$ cat src/source/hacd_pkg.sv
//////////////////////////////////////////////////////////////////////
// hacd shared definitions
// bus widths, memory map of the bring-up tables, request and
// owner types, control unit state encoding
//////////////////////////////////////////////////////////////////////
`default_nettype none

package hacd_pkg;

   //////////////////////////////////////////////////////////////////////
   // widths and memory map
   localparam int ADDR_W = 32;
   localparam int DATA_W = 64;

   localparam logic [ADDR_W-1:0] DRAM_BASE  = 32'h8000_0000;  // cpu view of dram start
   localparam logic [ADDR_W-1:0] LINE_BYTES = 32'd8;          // one table line
   localparam logic [ADDR_W-1:0] ATT_BASE   = 32'h0001_0000;  // translation table
   localparam logic [ADDR_W-1:0] LIST_BASE  = 32'h0002_0000;  // free list

   localparam int ATT_LINES  = 16;
   localparam int LIST_LINES = 16;
   localparam int INIT_LINES = ATT_LINES + LIST_LINES;        // total bring-up writes
   localparam int INIT_CNT_W = $clog2(INIT_LINES + 1);        // counts 0..INIT_LINES

   localparam logic [DATA_W-1:0] LIST_END = '1;               // tail of free list

   localparam int FIFO_DEPTH = 4;                             // cpu queue and owner queue

   //////////////////////////////////////////////////////////////////////
   // types
   typedef struct packed {
      logic              write;  // 1 = write, 0 = read
      logic [ADDR_W-1:0] addr;
      logic [DATA_W-1:0] data;   // don't care on reads
   } mem_req_t;

   typedef enum logic {
      OWNER_HAWK = 1'b0,
      OWNER_CPU  = 1'b1
   } owner_t;

   typedef enum logic [1:0] {
      CU_IDLE      = 2'd0,
      CU_INIT_ATT  = 2'd1,
      CU_INIT_LIST = 2'd2,
      CU_READY     = 2'd3
   } cu_state_t;

endpackage

`default_nettype wire
$ cat src/source/hacd_core.sv
//////////////////////////////////////////////////////////////////////
// hacd core top level
// cpu stall unit, bring-up control unit and memory port selector
//////////////////////////////////////////////////////////////////////
`timescale 1ns/1ns
`default_nettype none

module hacd_core (
   input  wire                         clk_i,
   input  wire                         rst_n_i,
   input  wire                         uart_boot_en_i,
   input  wire                         hawk_inactive_i,

   // cpu port
   input  wire                         cpu_req_valid_i,
   output logic                        cpu_req_ready_o,
   input  wire                         cpu_req_write_i,
   input  wire [hacd_pkg::ADDR_W-1:0]  cpu_req_addr_i,
   input  wire [hacd_pkg::DATA_W-1:0]  cpu_req_data_i,
   output logic                        cpu_rsp_valid_o,
   input  wire                         cpu_rsp_ready_i,
   output logic [hacd_pkg::DATA_W-1:0] cpu_rsp_data_o,

   // memory controller port
   output logic                        mem_req_valid_o,
   input  wire                         mem_req_ready_i,
   output logic                        mem_req_write_o,
   output logic [hacd_pkg::ADDR_W-1:0] mem_req_addr_o,
   output logic [hacd_pkg::DATA_W-1:0] mem_req_data_o,
   input  wire                         mem_rsp_valid_i,
   output logic                        mem_rsp_ready_o,
   input  wire [hacd_pkg::DATA_W-1:0]  mem_rsp_data_i,

   output logic                        init_done_o
);

   logic                        cpu_release;   // cu lets cpu queue drain
   logic                        q_valid;
   logic                        q_ready;
   hacd_pkg::mem_req_t          q_req;
   logic                        hk_req_valid;
   logic                        hk_req_ready;
   logic                        hk_req_write;
   logic [hacd_pkg::ADDR_W-1:0] hk_req_addr;
   logic [hacd_pkg::DATA_W-1:0] hk_req_data;
   logic                        hk_rsp_valid;

   hacd_cpu_stall u_cpu_stall (
      .clk_i, .rst_n_i, .uart_boot_en_i,
      .cpu_release_i (cpu_release),
      .cpu_req_valid_i, .cpu_req_write_i, .cpu_req_addr_i, .cpu_req_data_i,
      .cpu_req_ready_o,
      .q_valid_o (q_valid), .q_req_o (q_req), .q_ready_i (q_ready)
   );

   hacd_ctrl_unit u_ctrl_unit (
      .clk_i, .rst_n_i, .hawk_inactive_i,
      .hk_req_valid_o (hk_req_valid), .hk_req_write_o (hk_req_write),
      .hk_req_addr_o (hk_req_addr), .hk_req_data_o (hk_req_data),
      .hk_req_ready_i (hk_req_ready), .hk_rsp_valid_i (hk_rsp_valid),
      .cpu_release_o (cpu_release), .init_done_o
   );

   hacd_mem_mux u_mem_mux (
      .clk_i, .rst_n_i,
      .hk_req_valid_i (hk_req_valid), .hk_req_write_i (hk_req_write),
      .hk_req_addr_i (hk_req_addr), .hk_req_data_i (hk_req_data),
      .hk_req_ready_o (hk_req_ready), .hk_rsp_valid_o (hk_rsp_valid),
      .q_valid_i (q_valid), .q_req_i (q_req), .q_ready_o (q_ready),
      .cpu_rsp_valid_o, .cpu_rsp_data_o, .cpu_rsp_ready_i,
      .mem_req_valid_o, .mem_req_write_o, .mem_req_addr_o, .mem_req_data_o,
      .mem_req_ready_i, .mem_rsp_valid_i, .mem_rsp_data_i, .mem_rsp_ready_o
   );

endmodule

`default_nettype wire

$ cat src/source/hacd_mem_mux.sv
//////////////////////////////////////////////////////////////////////
// hacd memory port selector
// merges hawk and cpu requests onto one memory port, hawk first,
// and steers in-order responses back through an owner queue
//////////////////////////////////////////////////////////////////////
`timescale 1ns/1ns
`default_nettype none

module hacd_mem_mux (
   input  wire                         clk_i,
   input  wire                         rst_n_i,

   // hawk side
   input  wire                         hk_req_valid_i,
   input  wire                         hk_req_write_i,
   input  wire [hacd_pkg::ADDR_W-1:0]  hk_req_addr_i,
   input  wire [hacd_pkg::DATA_W-1:0]  hk_req_data_i,
   output logic                        hk_req_ready_o,
   output logic                        hk_rsp_valid_o,

   // cpu queue side
   input  wire                         q_valid_i,
   input  wire hacd_pkg::mem_req_t     q_req_i,
   output logic                        q_ready_o,

   // cpu response
   output logic                        cpu_rsp_valid_o,
   output logic [hacd_pkg::DATA_W-1:0] cpu_rsp_data_o,
   input  wire                         cpu_rsp_ready_i,

   // memory side
   output logic                        mem_req_valid_o,
   output logic                        mem_req_write_o,
   output logic [hacd_pkg::ADDR_W-1:0] mem_req_addr_o,
   output logic [hacd_pkg::DATA_W-1:0] mem_req_data_o,
   input  wire                         mem_req_ready_i,
   input  wire                         mem_rsp_valid_i,
   input  wire [hacd_pkg::DATA_W-1:0]  mem_rsp_data_i,
   output logic                        mem_rsp_ready_o
);

   hacd_pkg::owner_t own_head;    // owner of oldest outstanding request
   hacd_pkg::owner_t own_in;
   logic             own_full;
   logic             own_empty;
   logic             can_issue;
   logic             head_cpu;
   logic             head_hawk;

   //////////////////////////////////////////////////////////////////////
   // request select, hawk wins
   assign can_issue       = ~own_full;             // caps outstanding requests
   assign mem_req_valid_o = can_issue & (hk_req_valid_i | q_valid_i);
   assign mem_req_write_o = hk_req_valid_i ? hk_req_write_i : q_req_i.write;
   assign mem_req_addr_o  = hk_req_valid_i ? hk_req_addr_i : q_req_i.addr;
   assign mem_req_data_o  = hk_req_valid_i ? hk_req_data_i : q_req_i.data;
   assign hk_req_ready_o  = can_issue & mem_req_ready_i;
   assign q_ready_o       = can_issue & mem_req_ready_i & ~hk_req_valid_i;
   assign own_in          = hk_req_valid_i ? hacd_pkg::OWNER_HAWK : hacd_pkg::OWNER_CPU;

   //////////////////////////////////////////////////////////////////////
   // response routing
   assign head_cpu        = ~own_empty & (own_head == hacd_pkg::OWNER_CPU);
   assign head_hawk       = ~own_empty & (own_head == hacd_pkg::OWNER_HAWK);
   assign mem_rsp_ready_o = head_hawk | (head_cpu & cpu_rsp_ready_i);  // hawk never stalls
   assign cpu_rsp_valid_o = mem_rsp_valid_i & head_cpu;
   assign cpu_rsp_data_o  = mem_rsp_data_i;
   assign hk_rsp_valid_o  = mem_rsp_valid_i & head_hawk;

   hacd_fifo #(
      .payload_t (hacd_pkg::owner_t),
      .DEPTH     (hacd_pkg::FIFO_DEPTH)
   ) u_owner_fifo (
      .clk_i       (clk_i),
      .rst_n_i     (rst_n_i),
      .push_i      (mem_req_valid_o & mem_req_ready_i),  // accepted request
      .push_data_i (own_in),
      .pop_i       (mem_rsp_valid_i & mem_rsp_ready_o),  // accepted response
      .pop_data_o  (own_head),
      .full_o      (own_full),
      .empty_o     (own_empty)
   );

endmodule

`default_nettype wire

$ cat src/source/hacd_ctrl_unit.sv
//////////////////////////////////////////////////////////////////////
// hacd control unit
// after reset zeroes every translation table line, then links the
// free list (line i points to i+1, last line holds all ones) and
// releases the cpu once every write has been acknowledged
//////////////////////////////////////////////////////////////////////
`timescale 1ns/1ns
`default_nettype none

module hacd_ctrl_unit (
   input  wire                         clk_i,
   input  wire                         rst_n_i,
   input  wire                         hawk_inactive_i,  // bypass, no bring-up

   // hawk request towards selector
   output logic                        hk_req_valid_o,
   output logic                        hk_req_write_o,
   output logic [hacd_pkg::ADDR_W-1:0] hk_req_addr_o,
   output logic [hacd_pkg::DATA_W-1:0] hk_req_data_o,
   input  wire                         hk_req_ready_i,

   // hawk response, always accepted
   input  wire                         hk_rsp_valid_i,

   // status
   output logic                        cpu_release_o,
   output logic                        init_done_o
);

   hacd_pkg::cu_state_t             state_q;
   hacd_pkg::cu_state_t             state_d;
   logic [hacd_pkg::INIT_CNT_W-1:0] iss_cnt;    // writes issued
   logic [hacd_pkg::INIT_CNT_W-1:0] rsp_cnt;    // writes acknowledged
   logic [hacd_pkg::INIT_CNT_W-1:0] list_idx;   // free list line
   logic                            hk_fire;
   logic                            last_rsp;

   assign hk_fire  = hk_req_valid_o & hk_req_ready_i;
   assign last_rsp = hk_rsp_valid_i &
                     (rsp_cnt == hacd_pkg::INIT_CNT_W'(hacd_pkg::INIT_LINES - 1));
   assign list_idx = iss_cnt - hacd_pkg::INIT_CNT_W'(hacd_pkg::ATT_LINES);

   //////////////////////////////////////////////////////////////////////
   // next state and request generation
   always_comb begin
      state_d        = state_q;
      hk_req_valid_o = 1'b0;
      hk_req_write_o = 1'b1;                       // bring-up only writes
      hk_req_addr_o  = hacd_pkg::ATT_BASE + hacd_pkg::ADDR_W'(iss_cnt) * hacd_pkg::LINE_BYTES;
      hk_req_data_o  = '0;                         // empty att entry
      case (state_q)
         hacd_pkg::CU_IDLE: begin
            if (!hawk_inactive_i) state_d = hacd_pkg::CU_INIT_ATT;
         end
         hacd_pkg::CU_INIT_ATT: begin
            hk_req_valid_o = 1'b1;
            if (hk_req_ready_i &&
                iss_cnt == hacd_pkg::INIT_CNT_W'(hacd_pkg::ATT_LINES - 1)) begin
               state_d = hacd_pkg::CU_INIT_LIST;   // last att line taken
            end
         end
         hacd_pkg::CU_INIT_LIST: begin
            hk_req_valid_o = (iss_cnt < hacd_pkg::INIT_CNT_W'(hacd_pkg::INIT_LINES));
            hk_req_addr_o  = hacd_pkg::LIST_BASE +
                             hacd_pkg::ADDR_W'(list_idx) * hacd_pkg::LINE_BYTES;
            if (list_idx == hacd_pkg::INIT_CNT_W'(hacd_pkg::LIST_LINES - 1)) begin
               hk_req_data_o = hacd_pkg::LIST_END;  // tail marker
            end else begin
               hk_req_data_o = hacd_pkg::DATA_W'(list_idx) + 1'b1;  // next free line
            end
            if (last_rsp) state_d = hacd_pkg::CU_READY;
         end
         default: state_d = state_q;               // ready until next reset
      endcase
   end

   //////////////////////////////////////////////////////////////////////
   // state and counters
   always_ff @(posedge clk_i or negedge rst_n_i) begin
      if (!rst_n_i) begin
         state_q <= hacd_pkg::CU_IDLE;
         iss_cnt <= '0;
         rsp_cnt <= '0;
      end else begin
         state_q <= state_d;
         if (hk_fire) iss_cnt <= iss_cnt + 1'b1;
         if (hk_rsp_valid_i) rsp_cnt <= rsp_cnt + 1'b1;
      end
   end

   assign init_done_o   = (state_q == hacd_pkg::CU_READY);
   assign cpu_release_o = init_done_o | hawk_inactive_i;  // inactive never holds the cpu

endmodule

`default_nettype wire

$ cat src/source/hacd_cpu_stall.sv
//////////////////////////////////////////////////////////////////////
// hacd cpu stall unit
// rebases cpu addresses into the memory controller space and
// parks cpu requests in a queue until the control unit lets
// them through
//////////////////////////////////////////////////////////////////////
`timescale 1ns/1ns
`default_nettype none

module hacd_cpu_stall (
   input  wire                        clk_i,
   input  wire                        rst_n_i,
   input  wire                        uart_boot_en_i,   // skip dram rebase
   input  wire                        cpu_release_i,    // from control unit

   // cpu request side
   input  wire                        cpu_req_valid_i,
   input  wire                        cpu_req_write_i,
   input  wire [hacd_pkg::ADDR_W-1:0] cpu_req_addr_i,
   input  wire [hacd_pkg::DATA_W-1:0] cpu_req_data_i,
   output logic                       cpu_req_ready_o,

   // towards memory port selector
   output logic                       q_valid_o,
   output hacd_pkg::mem_req_t         q_req_o,
   input  wire                        q_ready_i
);

   hacd_pkg::mem_req_t in_req;   // rebased request into the queue
   logic               q_full;
   logic               q_empty;
   logic               q_push;
   logic               q_pop;

   always_comb begin
      in_req.write = cpu_req_write_i;
      in_req.data  = cpu_req_data_i;
      if (uart_boot_en_i) begin
         in_req.addr = cpu_req_addr_i;                        // boot image, raw address
      end else begin
         in_req.addr = cpu_req_addr_i - hacd_pkg::DRAM_BASE;  // dram offset
      end
   end

   assign cpu_req_ready_o = ~q_full;               // room in queue
   assign q_push          = cpu_req_valid_i & ~q_full;
   assign q_valid_o       = ~q_empty & cpu_release_i;  // held during bring-up
   assign q_pop           = q_valid_o & q_ready_i;

   hacd_fifo #(
      .payload_t (hacd_pkg::mem_req_t),
      .DEPTH     (hacd_pkg::FIFO_DEPTH)
   ) u_req_fifo (
      .clk_i       (clk_i),
      .rst_n_i     (rst_n_i),
      .push_i      (q_push),
      .push_data_i (in_req),
      .pop_i       (q_pop),
      .pop_data_o  (q_req_o),
      .full_o      (q_full),
      .empty_o     (q_empty)
   );

endmodule

`default_nettype wire

$ cat src/source/hacd_fifo.sv
//////////////////////////////////////////////////////////////////////
// hacd small synchronous fifo
// circular buffer with read/write pointers and an entry count,
// payload type set by parameter, head visible combinationally
//////////////////////////////////////////////////////////////////////
`timescale 1ns/1ns
`default_nettype none

module hacd_fifo #(
   parameter type payload_t = logic,
   parameter int  DEPTH     = 4
) (
   input  wire           clk_i,
   input  wire           rst_n_i,
   input  wire           push_i,       // dropped when full
   input  wire payload_t push_data_i,
   input  wire           pop_i,        // dropped when empty
   output payload_t      pop_data_o,   // head entry
   output logic          full_o,
   output logic          empty_o
);

   payload_t                   mem [DEPTH];  // storage array
   logic [$clog2(DEPTH)-1:0]   wr_ptr;
   logic [$clog2(DEPTH)-1:0]   rd_ptr;
   logic [$clog2(DEPTH+1)-1:0] count;
   logic                       do_push;
   logic                       do_pop;

   // wrap at DEPTH, works for non power of two depths too
   function automatic logic [$clog2(DEPTH)-1:0] ptr_next(input logic [$clog2(DEPTH)-1:0] p);
      return (p == $clog2(DEPTH)'(DEPTH - 1)) ? '0 : p + 1'b1;
   endfunction

   assign do_push    = push_i & ~full_o;
   assign do_pop     = pop_i & ~empty_o;
   assign full_o     = (count == ($clog2(DEPTH+1))'(DEPTH));
   assign empty_o    = (count == '0);
   assign pop_data_o = mem[rd_ptr];                  // read straight off the array

   always_ff @(posedge clk_i or negedge rst_n_i) begin
      if (!rst_n_i) begin
         wr_ptr <= '0;
         rd_ptr <= '0;
         count  <= '0;
      end else begin
         if (do_push) wr_ptr <= ptr_next(wr_ptr);
         if (do_pop) rd_ptr <= ptr_next(rd_ptr);
         if (do_push && !do_pop) count <= count + 1'b1;  // net fill
         if (do_pop && !do_push) count <= count - 1'b1;  // net drain
      end
   end

   always_ff @(posedge clk_i) begin
      if (do_push) mem[wr_ptr] <= push_data_i;
   end

endmodule

`default_nettype wire

$ cat config.mk
export PLATFORM = sky130hd
export DESIGN_NAME = hacd_core
export DESIGN_NICKNAME = d
export VERILOG_FILES = /design/src/source/hacd_pkg.sv /design/src/source/hacd_core.sv /design/src/source/hacd_mem_mux.sv /design/src/source/hacd_ctrl_unit.sv /design/src/source/hacd_cpu_stall.sv /design/src/source/hacd_fifo.sv
export SDC_FILE = /design/constraint.sdc
export NUM_CORES = 1
export LEC_CHECK = 0
export BUFFER_PORTS_ARGS = -buffer_cell sky130_fd_sc_hd__buf_2
export CORE_MARGIN = 2
export CORE_UTILIZATION = 50
export CTS_BUF_LIST = sky130_fd_sc_hd__clkbuf_8 sky130_fd_sc_hd__clkbuf_16
export DETAILED_ROUTE_END_ITERATION = 8
export PLACE_DENSITY = 0.82
export SYNTH_ARGS = -nofsm -noshare
export SYNTH_HDL_FRONTEND = slang
export SYNTH_SLANG_ARGS = --single-unit
$ cat constraint.sdc
create_clock -name clk_i -period 4 [get_ports clk_i]
set_input_delay 0.8 -clock clk_i [delete_from_list [all_inputs] [get_ports clk_i]]
set_output_delay 0.8 -clock clk_i [all_outputs]
set_load 0.005 [all_outputs]
==> impl_metrics.py <==
metrics = {
    "outcome": {
        "status": "completed",
    },
    "synth": {
        "ys_seq_area_share_pct": 72.8,
        "syn-num-nets": 1125,
        "synth_area_per_cell_um2": 18.4,
        "yosysTopAreaCell": "edfxtp_1",
        "ys_top_cells_by_area": "edfxtp_1 (69%), mux4_2 (13%), dfrtp_1 (4.1%)",
        "synth_commonest_cells": "edfxtp_1 (392), nand2_1 (144), mux4_2 (98)",
        "synth_edf_count": 392,
        "async_flop_share_pct": 6.67,
        "ys_types": 40,
        "synth_top_area_share_pct": 68.8,
        "syn_inst": 932,
        "yosys.cell_count.top_type": "edfxtp_1",
        "syn_area_um2": 17100,
        "ys_seq_elements": 420,
        "synth-main-ff-cell": "edfxtp_1",
        "ys_warn_count": 0,
    },
    "placement": {
        "portBuffers": 206,
        "place_area_um2": 18300,
        "dp_hpwl_um": 23600,
        "place.gp.congestion": 0.740,
        "dp_slack_ps": 833,
    },
    "floorplan": {
        "fp.dieW_um": 189,
        "rows": 67,
        "initial_utilization_pct": 50.9,
        "coreArea_um2": 33600,
        "die_y_um": 189,
        "io_pins": 335,
        "die-area_um2": 35700,
    },
    "clock_network": {
        "clock_path_buffers": 3,
        "h-tree-depth": 2,
        "root_buffer": "clkbuf_16",
        "cts_inserted_buffers": 42,
        "holdBufCountCts": 0,
        "cts.repair.resized": 0,
        "clk_pin_slew_ps": 60,
        "cts_sinks": 420,
        "cts_tree": "built",
        "clkLatencyLatePin_ps": 530,
        "post_cts_buffers": 0,
    },
    "global_route": {
        "grt_pass1_wl_um": 54800,
        "grt_max_degree": 69,
        "antenna_found_initial": 11,
        "grt_pass1_vias": 9145,
        "grt_usage_pct": 20.6,
        "grt-ovfl-total": 0,
    },
    "final_layout": {
        "layout-drive-gt1-share_pct": 35.5,
        "postLayoutCoreUtil_pct": 58.4,
        "fin_area_um2": 19600,
        "fillers": 2479,
        "nets": 1289,
        "area_growth_pct": 14.7,
    },
    "hold_path": {
        "hp-class": "in -> async",
    },
    "sta": {
        "hold_violations": 0,
        "fmax_ghz": 0.269,
        "tns_ps": 0,
        "finalClockSkew_ps": 10.1,
        "maxSlewViolCount": 0,
        "rsz0062_at_grt": "no",
        "worst_slew_pin_slew_ps": 790,
        "final.setup.worst_slack_ps": 285,
        "setup_viol": 0,
        "min_period_ps": 3720,
        "slew-limit-headroom_pct": 47.3,
        "timing.final.crit_share_pct": 92.9,
    },
    "detailed_routing": {
        "wl_met2_um": 18200,
        "routed.top_layer": "met5",
        "wire_per_inst_um": 23.0,
        "wl_met3_um": 2540,
        "route.antenna.remaining_nets": 0,
        "wl_met1_um": 14100,
        "via_per_inst": 5.46,
        "post-route-drc-count": 0,
        "wl_um": 36400,
        "vias": 8633,
        "firstDrtPassIters": 7,
        "drt_iter0_markers": 640,
    },
    "critical_path": {
        "critPathSlowestCell": "o311ai_0",
        "cp.arrival_ps": 2920,
        "start_kind": "register",
        "startpoint": "u_ctrl_unit.state_q[0]",
        "worstPathRequired_ps": 3200,
        "critPathCaptureType": "output pin",
        "ff2ff_path_depth": 13,
        "worstReg2RegStart": "u_ctrl_unit.state_q[0]",
        "max_stage_delay_ps": 710,
        "worstSetupPathType": "reg -> out",
        "cp_max_fo": 43,
        "crit_chain": "inv_1 -> ha_1 -> nor2b_1 -> o21a_1 -> inv_4 -> o311ai_0 -> buf_2",
        "rrSetupSlack_ps": 950,
    },
    "pwr": {
        "p_leak_uw": 0.00730,
        "p_per_area_nw_per_um2": 778,
        "irDropWorstVdd_mv": 0.555,
        "power_uw": 15300,
    },
    "flow_run": {
        "cap_viol_max_count": 0,
    },
}
-- where the power goes --
part | leakage (µW) | total, µW | internal (µW) | switching [µW]
clock network | 0.000669 | 3660 | 2080 | 1580
logic | 0.00272 | 5280 | 2540 | 2750
registers | 0.00392 | 6350 | 5850 | 498
total | 0.00730 | 15300 | 10500 | 4820
-- path summary, 6_finish.rpt --
kind                                                    end
setup / recovery                          mem_req_data_o[5]
hold / removal              u_mem_mux.u_owner_fifo.count[0]
setup reg to reg            u_mem_mux.u_owner_fifo.count[2]
hold reg to reg                      u_ctrl_unit.rsp_cnt[4]
max in group asynchronous  u_cpu_stall.u_req_fifo.rd_ptr[1]
min in group clk_i                   u_ctrl_unit.rsp_cnt[4]
-- per-layer routing --
| metal | global-route usage, % | vias up |
|---|---|---|
| met5 | 0 | - |
| met3 | 4.87 | 125 |
| met2 | 34.2 | 297 |
| met4 | 9.01 | 8 |
| met1 | 26.0 | 4350 |
| li1 | - | 3853 |
-- state kept, by name, summed over array words and instances, names as in the netlist, 3 cells and up --
signal	flops
u_cpu_stall.u_req_fifo.mem	388
u_ctrl_unit.rsp_cnt	6
u_ctrl_unit.iss_cnt	6
u_mem_mux.u_owner_fifo.count	3
u_cpu_stall.u_req_fifo.count	3
u_mem_mux.u_owner_fifo.mem	4
-- per-stage QoR --
stage	cells	hold WS (ps)
after floorplan	932	433
after global placement	1500	449
after detailed placement	1500	466
after CTS	1576	291
after global routing	1579	340
final	1582	298
-- placed cells by master, fill, tap and decap left out, types with 3 or more instances in the layout --
cell type  count
edfxtp_1     392
buf_2        206
nand2_1      144
mux4_2        98
clkbuf_16     43
and2_1        29
inv_1         27
dfrtp_1       26
ha_1          22
buf_4         14
xnor2_1       13
mux2_2        11
clkinv_1      10
xor2_1         9
nor2_1         9
clkinv_2       7
buf_12         7
diode_2        6
nand4_1        6
nand3_1        6
o21ai_0        4
and3_4         4
nor2b_1        3
o311ai_0       3
nor3_1         3
mux2i_1        3
-- worst max-delay path, delay by kind of cell (launching register included) --
| family | cells | cell delay (ps) |
|---|---|---|
| DFF | 1 | 420 |
| AOI/OAI and AO/OA | 2 | 890 |
| and+or+nand+nor | 1 | 180 |
| buffers and inverters | 3 | 540 |
| adders and majority gates | 1 | 350 |
-- cells by family (layout without fill, tap and decap cells) --
kind of cell / Yosys count / count (layout) / share of synthesized area, %
other cells: 0 / 6 / 0
buf+inv: 125 / 321 / 4.16
simple gates: 212 / 212 / 5.47
mux: 113 / 113 / 13.9
compound gates: 16 / 16 / 0.680
xor+xnor: 22 / 22 / 1.13
fa+ha+maj: 24 / 24 / 1.84
flops: 420 / 420 / 72.8
-- layout make-up --
type	count	area [µm²]	area share, %
Antenna cell	6	15.0	0.0764
Clock buffer	43	1080	5.48
Clock inverter	33	206	1.05
Inverter	18	70.1	0.357
Multi-Input combinational cell	387	3960	20.1
Sequential cell	420	12500	63.5
Tap cell	448	561	2.85
Timing Repair Buffer	227	1280	6.50
(Power assumes the default switching activity.)
